--- src/hw/ibuf_pkg.sv ---
package ibuf_pkg;

    // Field widths.
    localparam int REG_W    = 5;
    localparam int IMM_W    = 12;
    localparam int PC_W     = 32;
    localparam int EX_W     = 2;
    localparam int OP_W     = 3;              // Carries funct3.
    localparam int OPC_W    = 7;
    localparam int FUNCT7_W = 7;

    // Opcode groups of the reduced ISA.
    localparam logic [OPC_W-1:0] OPC_ALU_R = 7'b0110011;  // Register-register ALU.
    localparam logic [OPC_W-1:0] OPC_ALU_I = 7'b0010011;  // Register-immediate ALU.
    localparam logic [OPC_W-1:0] OPC_LOAD  = 7'b0000011;  // Load, base plus offset.

    // Execution units.
    localparam logic [EX_W-1:0] EX_ALU = 2'd0;
    localparam logic [EX_W-1:0] EX_LSU = 2'd1;

    // One fetched word, seen as either instruction format.
    typedef union packed {
        struct packed {
            logic [FUNCT7_W-1:0] funct7;
            logic [REG_W-1:0]    rs2;
            logic [REG_W-1:0]    rs1;
            logic [OP_W-1:0]     funct3;
            logic [REG_W-1:0]    rd;
            logic [OPC_W-1:0]    opcode;
        } r_fmt;
        struct packed {
            logic [IMM_W-1:0]    imm12;           // Sign is left to the execute stage.
            logic [REG_W-1:0]    rs1;
            logic [OP_W-1:0]     funct3;
            logic [REG_W-1:0]    rd;
            logic [OPC_W-1:0]    opcode;
        } i_fmt;
    } instr_word_t;

endpackage

--- src/hw/instr_decoder.sv ---
module instr_decoder #(
    parameter  int NUM_WARPS = 4,
    localparam int WID_W     = (NUM_WARPS > 1) ? $clog2(NUM_WARPS) : 1
) (
    input  logic                          clk,
    input  logic                          reset,

    input  logic                          fetch_valid,
    output logic                          fetch_ready,
    input  logic [WID_W-1:0]              fetch_wid,
    input  logic [ibuf_pkg::PC_W-1:0]     fetch_pc,
    input  ibuf_pkg::instr_word_t         fetch_instr,

    input  logic [NUM_WARPS-1:0]          q_full,
    output logic [NUM_WARPS-1:0]          push,

    output logic                          dec_valid,
    output logic [WID_W-1:0]              dec_wid,
    output logic [ibuf_pkg::PC_W-1:0]     dec_pc,
    output logic [ibuf_pkg::EX_W-1:0]     dec_ex,
    output logic [ibuf_pkg::OP_W-1:0]     dec_op,
    output logic [ibuf_pkg::REG_W-1:0]    dec_rd,
    output logic [ibuf_pkg::REG_W-1:0]    dec_rs1,
    output logic [ibuf_pkg::REG_W-1:0]    dec_rs2,
    output logic [ibuf_pkg::IMM_W-1:0]    dec_imm,
    output logic                          dec_use_imm
);

    logic [ibuf_pkg::EX_W-1:0]  ex_d;
    logic [ibuf_pkg::OP_W-1:0]  op_d;
    logic [ibuf_pkg::REG_W-1:0] rd_d;
    logic [ibuf_pkg::REG_W-1:0] rs1_d;
    logic [ibuf_pkg::REG_W-1:0] rs2_d;
    logic [ibuf_pkg::IMM_W-1:0] imm_d;
    logic                       use_imm_d;
    logic                       fetch_fire;
    logic                       drain;

    always_comb begin
        ex_d      = ibuf_pkg::EX_ALU;
        op_d      = fetch_instr.r_fmt.funct3;
        rd_d      = fetch_instr.r_fmt.rd;
        rs1_d     = fetch_instr.i_fmt.rs1;
        rs2_d     = '0;
        imm_d     = '0;
        use_imm_d = 1'b0;
        case (fetch_instr.r_fmt.opcode)
            ibuf_pkg::OPC_ALU_R: begin
                rs2_d = fetch_instr.r_fmt.rs2;
            end
            ibuf_pkg::OPC_ALU_I: begin
                imm_d     = fetch_instr.i_fmt.imm12;
                use_imm_d = 1'b1;
            end
            ibuf_pkg::OPC_LOAD: begin
                ex_d      = ibuf_pkg::EX_LSU;
                imm_d     = fetch_instr.i_fmt.imm12;
                use_imm_d = 1'b1;
            end
            default: begin                    // Unknown opcode becomes a nop.
                op_d  = '0;
                rd_d  = '0;
                rs1_d = '0;
            end
        endcase
    end

    // The held entry leaves as soon as its own queue has room.
    assign drain       = dec_valid && !q_full[dec_wid];
    assign fetch_ready = !dec_valid || drain;
    assign fetch_fire  = fetch_valid && fetch_ready;

    always_comb begin
        push = '0;
        if (dec_valid) begin
            push[dec_wid] = 1'b1;             // One-hot to the addressed warp.
        end
    end

    always_ff @(posedge clk) begin
        if (reset) begin
            dec_valid <= 1'b0;
        end else if (fetch_fire) begin
            dec_valid <= 1'b1;
        end else if (drain) begin
            dec_valid <= 1'b0;
        end
    end

    always_ff @(posedge clk) begin
        if (fetch_fire) begin
            dec_wid     <= fetch_wid;
            dec_pc      <= fetch_pc;
            dec_ex      <= ex_d;
            dec_op      <= op_d;
            dec_rd      <= rd_d;
            dec_rs1     <= rs1_d;
            dec_rs2     <= rs2_d;
            dec_imm     <= imm_d;
            dec_use_imm <= use_imm_d;
        end
    end

endmodule

--- config.mk ---
export PLATFORM = sky130hd
export DESIGN_NAME = instr_decoder
export DESIGN_NICKNAME = d
export VERILOG_FILES = /design/src/hw/ibuf_pkg.sv /design/src/hw/instr_decoder.sv
export SDC_FILE = /design/constraint.sdc
export NUM_CORES = 1
export LEC_CHECK = 0
export BUFFER_PORTS_ARGS = -buffer_cell sky130_fd_sc_hd__buf_2
export CAP_MARGIN = 0
export CORE_AREA = 4 4 67 100
export CTS_BUF_LIST = sky130_fd_sc_hd__clkbuf_4 sky130_fd_sc_hd__clkbuf_8 sky130_fd_sc_hd__clkbuf_16
export DETAILED_ROUTE_END_ITERATION = 16
export DIE_AREA = 0 0 71 104
export GPL_TIMING_DRIVEN = 0
export PLACE_DENSITY = 0.81
export SLEW_MARGIN = 20
export SYNTH_ARGS = -nofsm -noshare
export SYNTH_HDL_FRONTEND = slang
export SYNTH_SLANG_ARGS = --single-unit
--- constraint.sdc ---
create_clock -name clk -period 4.8 [get_ports clk]
set_clock_uncertainty 0.2 [all_clocks]
set_input_delay 1.2 -clock clk [delete_from_list [all_inputs] [get_ports clk]]
set_output_delay 1.2 -clock clk [all_outputs]
set_load 0.05 [all_outputs]
==> results by group <==
Synthesis
  • EDFF count, synth: 66
  • Ys async rst share: 0%
  • Register area share after synthesis: 75.2%
  • Netlist cell types: 24
  • Top post-synthesis cells by area: edfxtp_1 74%, nor4_2 11%, inv_1 2.8%, nor4b_2 2.8%, buf_6 1.3%
  • Synth cell count leaders: 66 x edfxtp_1, 24 x nor4_2, 20 x inv_1
  • Mapped Cells: 147
  • Avg Inst Size Synth: 18.1 µm²
  • Most frequent cell after synthesis: edfxtp_1
  • Most common flop cell mapped by yosys: edfxtp_1
  • Yosys top cell area share: 74.5%
  • Synth warn: 0
  • Synth Net Count: 220
  • Yosys top cell by area: edfxtp_1
  • FF+latch count, synth: 67
  • Post-Syn Area: 0.00266 mm²

Detailed routing
  • DR WL/cell: 15.8 µm
  • Iteration-0 DRC Markers: 121
  • Routed WL: 6.00 mm
  • Ratio of routed vias to standard cells: 4.73
  • Pre-antenna DRT Iters: 5
  • Final ANT Viol Nets: 0
  • Drt drc: 0
  • Vias post-DR: 1796

Global routing
  • Pin count of the biggest net entering global routing: 41
  • Grt ovf: 0
  • Number of global-route vias before repair: 1926
  • Initial antenna violation count: 0
  • First-pass GRT wire length: 9.54 mm
  • GRT Overall Usage: 16.7%

STA
  • Worst slew margin: 55.6%
  • Peak Freq: 0.291 GHz
  • Final setup violation count: 0
  • Hold Vio Cnt, Final: 0
  • Final Max Tran Viols: 0
  • Setup TNS: 0 ps
  • Worst-margin pin slew: 666 ps
  • Post-layout min period: 3440 ps
  • Final Hold Slack: 397 ps
  • Setup WS post-layout: 1360 ps
  • Crit share post-route: 71.7%
  • RSZ-0062 raised after global routing: false

Floorplanning
  • Core region area: 0.00579 mm²
  • Die area: 0.00738 mm²
  • IO Pins: 146
  • Die width: 71 µm
  • Row count: 34
  • Starting density of the core: 46.0%
  • Die height: 104 µm

Critical path
  • Critical path class: primary input to output port
  • Setup crit end kind: output port
  • Reg2Reg Launch Point: dec_wid[1]$_DFFE_PP_
  • Critical Path AT: 2040 ps
  • Crit start category: primary input
  • R2R depth: 3
  • Data required, critical path: 3400 ps
  • CP startpoint: q_full[3]
  • Crit Path Max Fanout: 3

Clocking
  • CTS clk-pin slew, worst paths: 70 ps
  • CTS sink cnt: 67
  • Clk root buf: clkbuf_8
  • TritonCTS buffer count: 9
  • Cts repair resizes: 0
  • Post-CTS Setup Bufs: 0
  • H-Tree Depth: 3
  • Post-CTS Hold Buffers: 0
  • Clk buf depth: 2
  • Clk Latency, worst-skew pair: 330 ps
  • CTS tree: yes

Final layout
  • Fin area: 0.00367 mm²
  • Diode count: 0
  • Nets: 376
  • Layout cell share with drive strength beyond 1: 63.6%
  • Area delta synth->final: 37.8%
  • Layout Utilization: 63.4%

Power and ir drop
  • Peak supply drop: 0.000200 V
  • P_leak: 0.00158 µW
  • PD cells: 363 mW/mm²

Min path
  • Min-delay src: dec_valid$_SDFFE_PP0P_
  • HP Class: flip-flop to flip-flop
  • Hold Crit Depth: 2

Placed design
  • RePlAce Congestion: 0.764
  • Post-DP HPWL: 4.58 mm
  • DP Area: 0.00350 mm²
  • Dpl ws: 1360 ps
  • PortBufs: 144

Run status
  • Status: completed

Job
  • Max-Cap Viols: 0
==> kinds of logic after synthesis <==
kind of cell / after synthesis / synth area share (%)
DFF: 67 / 75.2
and+or+nand+nor: 44 / 17.5
buffers and inverters: 30 / 5.31
AOI/OAI and AO/OA: 3 / 1.08
muxes: 2 / 0.752
other: 1 / 0.141
==> state kept, by name (all words and copies together) (netlist names) <==
signal and flops:
dec_valid 1, dec_rd 5, dec_rs2 5, dec_imm 12, dec_use_imm 1, dec_op 3
dec_ex 1, dec_pc 32, dec_rs1 5, dec_wid 2
==> worst max-delay path: stages <==
cell and delay (ps):
buf_2 100, mux2i_1 310, o22a_1 180, buf_2 250
==> stage by stage <==
stage	total power, µW	instances
global route	1390	380
CTS	1340	380
finish	1330	380
global placement	939	363
detailed placement	945	364
floorplan	870	147
==> layer usage <==
metal / global-route usage (%) / vias up / part of all wire [%]
li1: - / 870 / -
met1: 18.3 / 832 / 36
met2: 29.0 / 87 / 54
met3: 5.90 / 7 / 9.0
met4: 6.45 / 0 / 1.2
met5: 0 / - / 0
==> power by group <==
| group | internal, µW | total, µW | switching [µW] |
|---|---|---|---|
| registers | 680 | 689 | 8.79 |
| logic | 56.9 | 241 | 184 |
| clock network | 185 | 402 | 216 |
| total | 922 | 1330 | 409 |
==> cell type report <==
cell class / instances / area, µm²
flip-flops and latches: 67 / 2000
well taps: 72 / 90.1
clock inverters: 7 / 43.8
fillers: 459 / 2120
plain buffers: 10 / 66.3
clock buffers: 9 / 124
repair buffers: 145 / 741
multi-input cells: 50 / 527
inverters: 20 / 75.1
==> final timing paths <==
check / endpoint / slack, ps
setup / recovery: fetch_ready / 1360
hold reg to reg: dec_valid$_SDFFE_PP0P_ / 400
hold / removal: dec_valid$_SDFFE_PP0P_ / 400
setup reg to reg: dec_imm[0]$_SDFFCE_PN0P_ / 2600
==> cells in the final DEF, fill, tap and decap left out, drive strengths merged, types with 2 or more instances in the layout <==
cell      n
nor4     24
buf     154
clkbuf   10
nand2b    2
nand2     2
nor2      4
clkinv    5
mux2i     2
inv      21
nor4b     7
edfxtp   66
Power figures use the tool's default switching activity.
