**config.mk**
```make
export PLATFORM = sky130hd
export DESIGN_NAME = warp_queue
export DESIGN_NICKNAME = d
export VERILOG_FILES = /design/src/hw/ibuf_pkg.sv /design/src/hw/warp_queue.sv
export SDC_FILE = /design/constraint.sdc
export NUM_CORES = 1
export LEC_CHECK = 0
export BUFFER_PORTS_ARGS = -buffer_cell sky130_fd_sc_hd__buf_4
export CAP_MARGIN = 20
export CORE_MARGIN = 2
export CORE_UTILIZATION = 51
export CTS_CLUSTER_SIZE = 25
export DETAILED_ROUTE_END_ITERATION = 10
export GPL_TIMING_DRIVEN = 1
export PLACE_DENSITY = 0.72
export RECOVER_POWER = 25
export SLEW_MARGIN = 20
export SYNTH_ARGS = -nofsm -noshare
export SYNTH_HDL_FRONTEND = slang
export SYNTH_SLANG_ARGS = --single-unit
```
**constraint.sdc**
```tcl
create_clock -name clk -period 5.06 [get_ports clk]
set_input_delay 1.012 -clock clk [delete_from_list [all_inputs] [get_ports clk]]
set_output_delay 1.012 -clock clk [all_outputs]
set_load 0.01 [all_outputs]
```
**src/hw/ibuf_pkg.sv**
```systemverilog
package ibuf_pkg;

    // Field widths.
    localparam int REG_W    = 5;
    localparam int IMM_W    = 12;
    localparam int PC_W     = 32;
    localparam int EX_W     = 2;
    localparam int OP_W     = 3;              // Carries funct3.
    localparam int OPC_W    = 7;
    localparam int FUNCT7_W = 7;

    // Opcode groups of the reduced ISA.
    localparam logic [OPC_W-1:0] OPC_ALU_R = 7'b0110011;  // Register-register ALU.
    localparam logic [OPC_W-1:0] OPC_ALU_I = 7'b0010011;  // Register-immediate ALU.
    localparam logic [OPC_W-1:0] OPC_LOAD  = 7'b0000011;  // Load, base plus offset.

    // Execution units.
    localparam logic [EX_W-1:0] EX_ALU = 2'd0;
    localparam logic [EX_W-1:0] EX_LSU = 2'd1;

    // One fetched word, seen as either instruction format.
    typedef union packed {
        struct packed {
            logic [FUNCT7_W-1:0] funct7;
            logic [REG_W-1:0]    rs2;
            logic [REG_W-1:0]    rs1;
            logic [OP_W-1:0]     funct3;
            logic [REG_W-1:0]    rd;
            logic [OPC_W-1:0]    opcode;
        } r_fmt;
        struct packed {
            logic [IMM_W-1:0]    imm12;           // Sign is left to the execute stage.
            logic [REG_W-1:0]    rs1;
            logic [OP_W-1:0]     funct3;
            logic [REG_W-1:0]    rd;
            logic [OPC_W-1:0]    opcode;
        } i_fmt;
    } instr_word_t;

endpackage

```
**src/hw/warp_queue.sv**
```systemverilog
module warp_queue #(
    parameter  int IBUF_DEPTH = 4,
    localparam int PTR_W      = (IBUF_DEPTH > 1) ? $clog2(IBUF_DEPTH) : 1,
    localparam int CNT_W      = $clog2(IBUF_DEPTH + 1)
) (
    input  logic                          clk,
    input  logic                          reset,
    input  logic                          push,
    input  logic                          pop,

    input  logic [ibuf_pkg::PC_W-1:0]     in_pc,
    input  logic [ibuf_pkg::EX_W-1:0]     in_ex,
    input  logic [ibuf_pkg::OP_W-1:0]     in_op,
    input  logic [ibuf_pkg::REG_W-1:0]    in_rd,
    input  logic [ibuf_pkg::REG_W-1:0]    in_rs1,
    input  logic [ibuf_pkg::REG_W-1:0]    in_rs2,
    input  logic [ibuf_pkg::IMM_W-1:0]    in_imm,
    input  logic                          in_use_imm,

    output logic                          full,
    output logic                          not_empty,

    output logic [ibuf_pkg::PC_W-1:0]     head_pc,
    output logic [ibuf_pkg::EX_W-1:0]     head_ex,
    output logic [ibuf_pkg::OP_W-1:0]     head_op,
    output logic [ibuf_pkg::REG_W-1:0]    head_rd,
    output logic [ibuf_pkg::REG_W-1:0]    head_rs1,
    output logic [ibuf_pkg::REG_W-1:0]    head_rs2,
    output logic [ibuf_pkg::IMM_W-1:0]    head_imm,
    output logic                          head_use_imm
);

    localparam int ENTRY_W = ibuf_pkg::PC_W + ibuf_pkg::EX_W + ibuf_pkg::OP_W
                           + 3 * ibuf_pkg::REG_W + ibuf_pkg::IMM_W + 1;

    logic [ENTRY_W-1:0] mem [IBUF_DEPTH];
    logic [PTR_W-1:0]   wr_ptr;
    logic [PTR_W-1:0]   rd_ptr;
    logic [CNT_W-1:0]   count;
    logic               wr_en;
    logic               rd_en;

    assign wr_en = push && !full;
    assign rd_en = pop && not_empty;

    assign {head_pc, head_ex, head_op, head_rd, head_rs1, head_rs2, head_imm,
            head_use_imm} = mem[rd_ptr];

    always_ff @(posedge clk) begin
        if (wr_en) begin
            mem[wr_ptr] <= {in_pc, in_ex, in_op, in_rd, in_rs1, in_rs2, in_imm, in_use_imm};
        end
    end

    always_ff @(posedge clk) begin
        if (reset) begin
            wr_ptr    <= '0;
            rd_ptr    <= '0;
            count     <= '0;
            full      <= 1'b0;
            not_empty <= 1'b0;
        end else begin
            if (wr_en) begin
                wr_ptr <= (wr_ptr == PTR_W'(IBUF_DEPTH - 1)) ? '0 : wr_ptr + 1'b1;
            end
            if (rd_en) begin
                rd_ptr <= (rd_ptr == PTR_W'(IBUF_DEPTH - 1)) ? '0 : rd_ptr + 1'b1;
            end
            if (wr_en && !rd_en) begin
                count     <= count + 1'b1;
                full      <= (count == CNT_W'(IBUF_DEPTH - 1));
                not_empty <= 1'b1;
            end else if (rd_en && !wr_en) begin
                count     <= count - 1'b1;
                full      <= 1'b0;
                not_empty <= (count != CNT_W'(1));
            end
        end
    end

endmodule

```
==> results of run 1 <==
cell usage after synthesis (4+ instances only):
library cell  count
a21oi_1           7
and2_1            4
buf_12            5
buf_2             6
clkbuf_1          4
dfxtp_1          11
edfxtp_1        260
ha_1             11
inv_1             6
mux2i_1           4
mux4_2           65
nand2_1           5
nor2_1            8
tightest hold or removal path: stages (launching register included):
cell and delay, ps:
dfxtp_1 310, nand2_1 50, a21oi_1 70
worst max path at each step:
stage / startpoint / endpoint / slack [ps] / cells past startpoint
floorplan: push / mem[0][0] / 1670 / 3
global placement: flip-flop / head_pc[10] / 1960 / 3
detailed placement: flip-flop / head_pc[10] / 1960 / 3
CTS: flip-flop / head_pc[10] / 1390 / 3
global route: flip-flop / head_pc[7] / 1310 / 3
finish: flip-flop / head_pc[10] / 1510 / 3
area by class of cell:
| class | instances | area share (%) |
|---|---|---|
| timing repair buffer | 137 | 7.24 |
| tap | 265 | 2.77 |
| inverter | 6 | 0.188 |
| multi-input combinational | 112 | 15.2 |
| clock buffer | 28 | 5.67 |
| clock inverter | 21 | 1.87 |
| sequential | 271 | 67.1 |
metrics by stage:
| stage | instance area [µm²] | hold WS (ps) | util, % | setup WS (ps) | cells |
|---|---|---|---|---|---|
| final | 12000 | 484 | 61.7 | 1510 | 840 |
| after global routing | 12000 | 515 | 61.7 | 1310 | 840 |
| after CTS | 12100 | 489 | 62.6 | 1390 | 840 |
| after detailed placement | 11200 | 464 | 57.9 | 1960 | 791 |
| after global placement | 11200 | 454 | 57.9 | 1960 | 791 |
| after floorplan | 10000 | 454 | - | 1670 | 406 |
cell families (layout without fill, tap and decap cells):
kind of cell | after synthesis | in the layout | synth area share [%]
AOI/OAI and AO/OA | 9 | 9 | 0.487
xor gates and xnor gates | 1 | 1 | 0.0874
adders and majority gates | 11 | 11 | 1.37
buffers and inverters | 23 | 192 | 1.86
DFF | 271 | 271 | 80.1
muxes | 69 | 69 | 15.0
and+or+nand+nor | 22 | 22 | 1.09
sequential cells by signal (all words and copies together) (netlist names), named ones only:
| signal | flops |
|---|---|
| mem | 260 |
| count | 3 |
| rd_ptr | 2 |
| wr_ptr | 2 |
| full | 1 |
| not_empty | 1 |
layer usage:
metal  vias up  track usage [%]  routed length, µm
met5         -                0                 13
met4         2             4.45                319
met3        31             3.84               1090
met2       129             29.2               8850
met1      2286             22.4               7090
li1       2010                -                  -
report_power, final:
group	internal, W	total [W]	switching (W)
logic	0.000209	0.000409	0.000200
registers	0.00257	0.00262	0.0000446
clock network	0.00118	0.00200	0.000813
total	0.00396	0.00502	0.00106
==> results.md, run 1 <==
- Status: finished, final reports clean
- Postcts setup bufs: 0
- CP Cell Sequence: buf_4 > mux4_2 > buf_4
- Root Buffer: clkbuf_16
- Top delay family on crit path: flip-flops
- Seq. cell area: 0.00804 mm²
- Max-Cap Viols: 0
- Synth top area share: 77.9%
- Clk sinks: 271
- ANT nets after route: 0
- Synthesized Nets: 486
- Post-synth top flop: edfxtp_1
- Share of layout cells above drive strength 1: 36.7%
- PortBufs: 135
- Commonest non-fill, non-tap cell in the layout: edfxtp_1
- Reg2reg setup slack: 2840 ps
- Top post-synthesis cells by area: edfxtp_1, mux4_2, dfxtp_1
- Chip height: 144 µm
- Final WL: 17400 µm
- Fmax: 0.282 GHz
- Largest fanout on the critical path: 35
- Max-slew headroom: 32.2%
- Number of filler cells placed in the layout: 1402
- Largest net degree at the start of global routing: 66
- Vias: 4458
- DR WL/cell: 20.7 µm
- Gate Count Post-Synth: 406
- CTS HTree Levels: 1
- Multi-input logic area: 0.00182 mm²
- Drt pass-1 iters: 5
- Initial Utilization: 51.7%
- Number of diodes: 0
- Critical path's slowest cell: dfxtp_4
- RSZ-0062 raised after global routing: no
- Startpoint Class: flip-flop
- Clock slew at reported path FFs: 60 ps
- CP required: 4050 ps
- Number of cells on the worst hold path: 2
- Distinct cells, synth: 23
- Worst Max-Slew Pin Slew: 1020 ps
- Die area: 0.0208 mm²
- Number of synthesized register bits: 271
- Post-route DRC: 0
- Layout area overhead: 19.5%
- EDFF count, synth: 260
- Max VDD drop: 0.442 mV
- Mapped Area: 0.0100 mm²
- Ports: 136
- Via-to-Cell Ratio: 5.31
- Synth Warn #: 0
- Num CTS Buffers: 27
- Critical Path Max Stage Delay: 810 ps
- Nets@finish: 635
- Sequential cell area fraction in the yosys report: 80.1%
- Mean post-synth cell area: 24.7 µm²
- Critical path class: flip-flop to primary output
- Placer congestion estimate: 0.712
- R2R Path End: mem[1][30]
- Die Wd: 144 µm
- Global-route usage over all layers: 17.0%
- P_leak: 3.94 nW
- Worst hold path class: flip-flop to flip-flop
- # rows: 51
- Cell seen most often among critical-path stages: buf_4
- CP bufs+invs: 2
- Final Slew Violations: 0
- Power Dens Cells: 419 mW/mm²
- Final hold vios: 0
- Clk_skew: 12.3 ps
- Most frequent cells in the layout: edfxtp_1, buf_4, mux4_2
- Fin crit period: 3550 ps
- Setup Viol. Count Final: 0
- First-pass GRT wire length: 26700 µm
- Part of the cycle the worst path needs: 70.1%
- Grt ovf: 0
- Vias in the first global route: 4953
- Core Region: 0.0194 mm²
- Worst r2r src: full
- Path depth of the worst reg2reg path: 2
- Drt initial violations: 286
- Initial antenna violation count: 1
- Min-delay src: rd_ptr[1]
- Total chip power: 0.00502 W
- Dominant cell type by area after synthesis: edfxtp_1
- CTS hold repair buffers: 0
- Critical Path AT: 2530 ps
- Setup TNS: 0 ps
- Crit. End Element: primary output
- Clock buffer depth: 3
- Post-CTS Resized: 0
- DP HPWL: 9820 µm
- CTS tree: built
- Asr flop ratio synth: 0%
- Clock latency at the later pin of the worst-skew pair: 530 ps
Power figures use the tool's default switching activity.
==> inputs of run 2 (changes only) <==
--- a/config.mk
+++ b/config.mk
@@ -12,7 +12,7 @@
 export CTS_CLUSTER_SIZE = 25
 export DETAILED_ROUTE_END_ITERATION = 10
 export GPL_TIMING_DRIVEN = 1
-export PLACE_DENSITY = 0.72
+export PLACE_DENSITY = 0.75
 export RECOVER_POWER = 25
 export SLEW_MARGIN = 20
 export SYNTH_ARGS = -nofsm -noshare
==> constraint.sdc (replaced) <==
create_clock -name clk -period 2.9 [get_ports clk]
set_input_delay 0.58 -clock clk [delete_from_list [all_inputs] [get_ports clk]]
set_output_delay 0.58 -clock clk [all_outputs]
set_load 0.01 [all_outputs]
==> run 2 against run 1 <==
Worst setup slack worse by 1300 ps; cell area rose by 0.61%; clock skew fell by 3.9 ps; sequential share of layout area down 0.40 points; cell count up 1.3%; largest power group unchanged.
==> results.md, run 2 (synthesis gave the netlist of run 1 again) <==
- Status: finished, final reports clean (unchanged)
- CTS tree: built (unchanged)
- Multi-input logic area: 0.00182 mm² (unchanged)
- RSZ-0062 raised after global routing: no (unchanged)
- Vias: 4622 (was 4458)
- CP required: 2320 ps (was 4050 ps)
- Setup Viol. Count Final: 0 (unchanged)
- Nets@finish: 645 (was 635)
- Num CTS Buffers: 27 (unchanged)
- Initial Utilization: 51.7% (unchanged)
- Die area: 0.0208 mm² (unchanged)
- ANT nets after route: 0 (unchanged)
- Number of cells on the worst hold path: 1 (was 2)
- Clock buffer depth: 3 (unchanged)
- Share of layout cells above drive strength 1: 36.2% (was 36.7%)
- Root Buffer: clkbuf_16 (unchanged)
- Setup TNS: 0 ps (unchanged)
- Min-delay src: in_pc[19] (was rd_ptr[1])
- Largest Register: mem (unchanged)
- Post-layout util: 62.1% (was 61.7%)
- WP depth: 3 (unchanged)
- Path depth of the worst reg2reg path: 3 (was 2)
- P_leak: 3.98 nW (was 3.94 nW)
- # rows: 51 (unchanged)
- Non-Filler Instances: 851 (was 840)
- Core Region: 0.0194 mm² (unchanged)
- Vias in the first global route: 4916 (was 4953)
- R2R Path End: mem[0][8] (was mem[1][30])
- Global-route usage over all layers: 17.1% (was 17.0%)
- Clock latency at the later pin of the worst-skew pair: 510 ps (was 530 ps)
- Placer congestion estimate: 0.771 (was 0.712)
- Number of flip-flops in the largest register: 260 (unchanged)
- Post-route DRC: 0 (unchanged)
- Startpoint Class: flip-flop (unchanged)
- Seq. cell area: 0.00804 mm² (unchanged)
- Top delay family on crit path: multiplexers (was flip-flops)
- Max-Cap Viols: 0 (unchanged)
- Fin crit period: 2640 ps
- Die Wd: 144 µm (unchanged)
- PortBufs: 135 (unchanged)
- CTS HTree Levels: 1 (unchanged)
- Final Slew Violations: 0 (unchanged)
- Postcts setup bufs: 0 (unchanged)
- Clk sinks: 271 (unchanged)
- Post-CTS Resized: 0 (unchanged)
- CP bufs+invs: 2 (unchanged)
- Ports: 136 (unchanged)
- Total chip power: 0.00852 W (was 0.00502 W)
- Drt initial violations: 239 (was 286)
- Initial antenna violation count: 1 (unchanged)
- DR WL/cell: 20.8 µm (was 20.7 µm)
- Number of filler cells placed in the layout: 1368 (was 1402)
- Worst Hold End: mem[0][52]
- Worst r2r src: full (unchanged)
- Clock slew at reported path FFs: 60 ps (about the same)
- Biggest regs: mem x260, count x3 (unchanged)
- Chip height: 144 µm (unchanged)
- Max-slew headroom: 53.7% (was 32.2%)
- Critical Path Max Stage Delay: 600 ps (was 810 ps)
- Worst hold path class: input port to flip-flop (was flip-flop to flip-flop)
- Drt pass-1 iters: 4 (was 5)
- Largest net degree at the start of global routing: 41 (was 66)
- Grt ovf: 0 (unchanged)
- Crit. End Element: primary output (unchanged)
- Reg2reg setup slack: 850 ps (was 2840 ps)
- Layout area overhead: 20.2% (was 19.5%)
- Worst Max-Slew Pin Slew: 694 ps (was 1020 ps)
- Clk_skew: 8.42 ps (was 12.3 ps)
- First-pass GRT wire length: 26900 µm (was 26700 µm)
- Critical path's slowest cell: mux4_2 (was dfxtp_4)
- Part of the cycle the worst path needs: 91.1%
- Fmax: 0.379 GHz
- Power Dens Cells: 707 mW/mm² (was 419 mW/mm²)
- Post-DP Area: 0.0114 mm² (was 0.0112 mm²)
- Cell seen most often among critical-path stages: buf_4 (unchanged)
- Final WL: 17700 µm (was 17400 µm)
- Final hold vios: 0 (unchanged)
- Cell count after placement: 801 (was 791)
- Max VDD drop: 0.642 mV (was 0.442 mV)
- Critical Path AT: 2060 ps (was 2530 ps)
- Most frequent cells in the layout: edfxtp_1, buf_4, mux4_2 (unchanged)
- CP Cell Sequence: buf_4 > mux4_2 > buf_4 (unchanged)
- Largest fanout on the critical path: 25 (was 35)
- DP HPWL: 11200 µm (was 9820 µm)
- CTS hold repair buffers: 0 (unchanged)
- Critical path class: flip-flop to primary output (unchanged)
- Commonest non-fill, non-tap cell in the layout: edfxtp_1 (unchanged)
- Via-to-Cell Ratio: 5.43 (was 5.31)
- Design area: 0.0121 mm² (was 0.0120 mm²)
## run 2: cell count changes in the layout (fill, tap and decap cells not counted), moves of 2 or more
| cell | before | now |
|---|---|---|
| clkinv_1 | 3 | 7 |
| clkbuf_1 | 44 | 49 |
| buf_12 | 0 | 6 |
| clkinv_2 | 9 | 6 |
| buf_4 | 94 | 98 |
| clkinvlp_4 | 3 | 0 |
| bufinv_16 | 4 | 2 |
## run 2: final cells by class
type	count	share of cell area, %
antenna	1	0.0208
clock buffer	33	5.79
clock inverter	16	1.04
inverter	6	0.187
multi-input combinational	112	15.1
sequential	271	66.7
tap	265	2.75
timing repair buffer	147	8.44
## run 2: per-stage QoR
step,hold slack (ps),setup slack (ps)
after floorplan,454,646
after global placement,459,569
after detailed placement,485,487
after CTS,246,197
after global routing,262,136
final,272,259
## run 2: how the worst max path moves through the flow
stage,to,startpoint
after floorplan,mem[0][0],push
after global placement,mem[3][26],push
after detailed placement,mem[0][8],push
after CTS,head_pc[4],flip-flop
after global routing,head_pc[4],flip-flop
final,head_pc[4],flip-flop
## run 2: layer usage
| metal | vias to the layer above | wire, µm | global-route usage (%) |
|---|---|---|---|
| met5 | - | 0 | 0 |
| met4 | 0 | 366 | 4.80 |
| met3 | 34 | 1250 | 3.84 |
| met2 | 153 | 8830 | 27.8 |
| met1 | 2397 | 7230 | 23.9 |
| li1 | 2038 | - | - |
## run 2: where the power goes
part / leakage [nW] / switching [W] / internal, W
clock: 0.407 / 0.00133 / 0.00188
sequential: 2.48 / 0.0000519 / 0.00448
combinational: 1.09 / 0.000387 / 0.000385
## run 2: worst reg2reg max path, delay by kind of cell, from the launching register on
kind	cells	cell delay (ps)
buffers and inverters	1	330
and+or+nand+nor	2	1080
DFF	1	320
==> inputs of run 3 (changes only) <==
--- a/config.mk
+++ b/config.mk
@@ -12,6 +12,7 @@
 export CTS_CLUSTER_SIZE = 25
 export DETAILED_ROUTE_END_ITERATION = 10
 export GPL_TIMING_DRIVEN = 1
+export MAX_ROUTING_LAYER = met4
 export PLACE_DENSITY = 0.75
 export RECOVER_POWER = 25
 export SLEW_MARGIN = 20
==> run 3 against run 2 <==
Cell count unchanged; power about the same; via count decreased by 0.35%; critical endpoint unchanged; largest cell class unchanged; sequential power about the same; hold slack got worse by 0.83 ps; worst setup slack about the same; maximum frequency about the same; global-route usage increased by 0.52 points; clock power about the same; die area unchanged.
==> results.md, run 3 (synthesis gave the netlist of run 1 again) <==
- Grt ovf: 0 (unchanged)
- PortBufs: 135 (unchanged)
- Part of the cycle the worst path needs: 91.1% (about the same)
- Global-route usage over all layers: 17.6% (was 17.1%)
- Postcts setup bufs: 0 (unchanged)
- Clk sinks: 271 (unchanged)
- Setup TNS: 0 ps (unchanged)
- Status: finished, final reports clean (unchanged)
- Worst hold path class: input port to flip-flop (unchanged)
- Placer congestion estimate: 0.782 (was 0.771)
- Layout area overhead: 20.2% (unchanged)
- First-pass GRT wire length: 26900 µm (about the same)
- CTS hold repair buffers: 0 (unchanged)
- Final Slew Violations: 0 (unchanged)
- P_leak: 3.98 nW (unchanged)
- Worst Max-Slew Pin Slew: 715 ps (was 694 ps)
- RSZ-0062 raised after global routing: no (unchanged)
- Final hold vios: 0 (unchanged)
- Commonest non-fill, non-tap cell in the layout: edfxtp_1 (unchanged)
- Crit. End Element: primary output (unchanged)
- Clock buffer depth: 3 (unchanged)
- Ports: 136 (unchanged)
- Fmax: 0.379 GHz (about the same)
- Max-slew headroom: 52.2% (was 53.7%)
- Die area: 0.0208 mm² (unchanged)
- Max VDD drop: 0.642 mV (about the same)
- Largest net degree at the start of global routing: 41 (unchanged)
- Clock latency at the later pin of the worst-skew pair: 510 ps (about the same)
- Total chip power: 0.00852 W (about the same)
- Via-to-Cell Ratio: 5.41 (was 5.43)
- Power Dens Cells: 707 mW/mm² (about the same)
- Clk_skew: 7.38 ps (was 8.42 ps)
- CTS HTree Levels: 1 (unchanged)
- # rows: 51 (unchanged)
- Non-Filler Instances: 851 (unchanged)
- Critical path class: flip-flop to primary output (unchanged)
- Post-CTS Resized: 0 (unchanged)
- CTS tree: built (unchanged)
- Critical Path AT: 2060 ps (about the same)
- Chip height: 144 µm (unchanged)
- Cell count after placement: 801 (unchanged)
- Largest Register: mem (unchanged)
- Final WL: 17700 µm (about the same)
- Number of flip-flops in the largest register: 260 (unchanged)
- Nets@finish: 645 (unchanged)
- Fin crit period: 2640 ps (about the same)
- ANT nets after route: 0 (unchanged)
- Num CTS Buffers: 27 (unchanged)
- Vias: 4606 (was 4622)
- Post-layout util: 62.1% (unchanged)
- DR WL/cell: 20.8 µm (about the same)
- Core Region: 0.0194 mm² (unchanged)
- Multi-input logic area: 0.00182 mm² (unchanged)
- Clock slew at reported path FFs: 60 ps (about the same)
- Startpoint Class: flip-flop (unchanged)
- Path depth of the worst reg2reg path: 3 (unchanged)
- Initial Utilization: 51.7% (unchanged)
- Drt initial violations: 253 (was 239)
- Number of filler cells placed in the layout: 1368 (unchanged)
- Initial antenna violation count: 1 (unchanged)
- Post-route DRC: 0 (unchanged)
- Share of layout cells above drive strength 1: 36.2% (unchanged)
- Seq. cell area: 0.00804 mm² (unchanged)
- DP HPWL: 11200 µm (unchanged)
- Max-Cap Viols: 0 (unchanged)
- Most frequent cells in the layout: edfxtp_1, buf_4, mux4_2 (unchanged)
- Biggest regs: mem x260, count x3 (unchanged)
- Setup Viol. Count Final: 0 (unchanged)
- CP required: 2320 ps (about the same)
- Vias in the first global route: 4919 (was 4916)
- Root Buffer: clkbuf_16 (unchanged)
- Largest fanout on the critical path: 25 (unchanged)
- Number of cells on the worst hold path: 1 (unchanged)
- Die Wd: 144 µm (unchanged)
- Drt pass-1 iters: 4 (unchanged)
## run 3: path summary, 6_finish.rpt
| kind | startpoint | to | slack, ps |
|---|---|---|---|
| worst min-delay path | in_pc[13] | mem[3][46] | 270 |
| worst min register to register | rd_ptr[1] | flip-flop | 490 |
| worst max register to register | full | mem[0][8] | 830 |
| worst max-delay path | flip-flop | head_pc[4] | 260 |
## run 3: metrics by stage
stage / worst slack (ps) / cell area [µm²] / hold slack (ps)
global route: 136 / 12100 / 262
detailed placement: 487 / 11400 / 485
finish: 259 / 12100 / 271
CTS: 197 / 12200 / 246
floorplan: 646 / 10000 / 454
global placement: 569 / 11400 / 459
## run 3: area by class of cell
cell class / instances / area share [%]
sequential: 271 / 66.7
multi-input combinational: 112 / 15.1
timing repair buffer: 147 / 8.44
clock buffer: 33 / 5.79
tap: 265 / 2.75
clock inverter: 16 / 1.04
inverter: 6 / 0.187
antenna: 1 / 0.0208
## run 3: critical path, stage by stage (launching register included)
cell,delay [ps]
dfxtp_4,350
buf_4,420
mux4_2,600
buf_4,160
## run 3: layer usage
layer / wire length [µm] / GRT usage [%] / up-vias
met5: 0 / - / -
li1: - / - / 2034
met2: 8770 / 27.8 / 153
met3: 1260 / 3.48 / 32
met4: 352 / 4.80 / 0
met1: 7350 / 24.1 / 2387
## run 3: report_power, final
group	leakage (nW)	switching, W	internal (W)
Clock	0.407	0.00133	0.00188
Sequential	2.48	0.0000517	0.00448
Combinational	1.09	0.000388	0.000385
Total	3.98	0.00177	0.00675
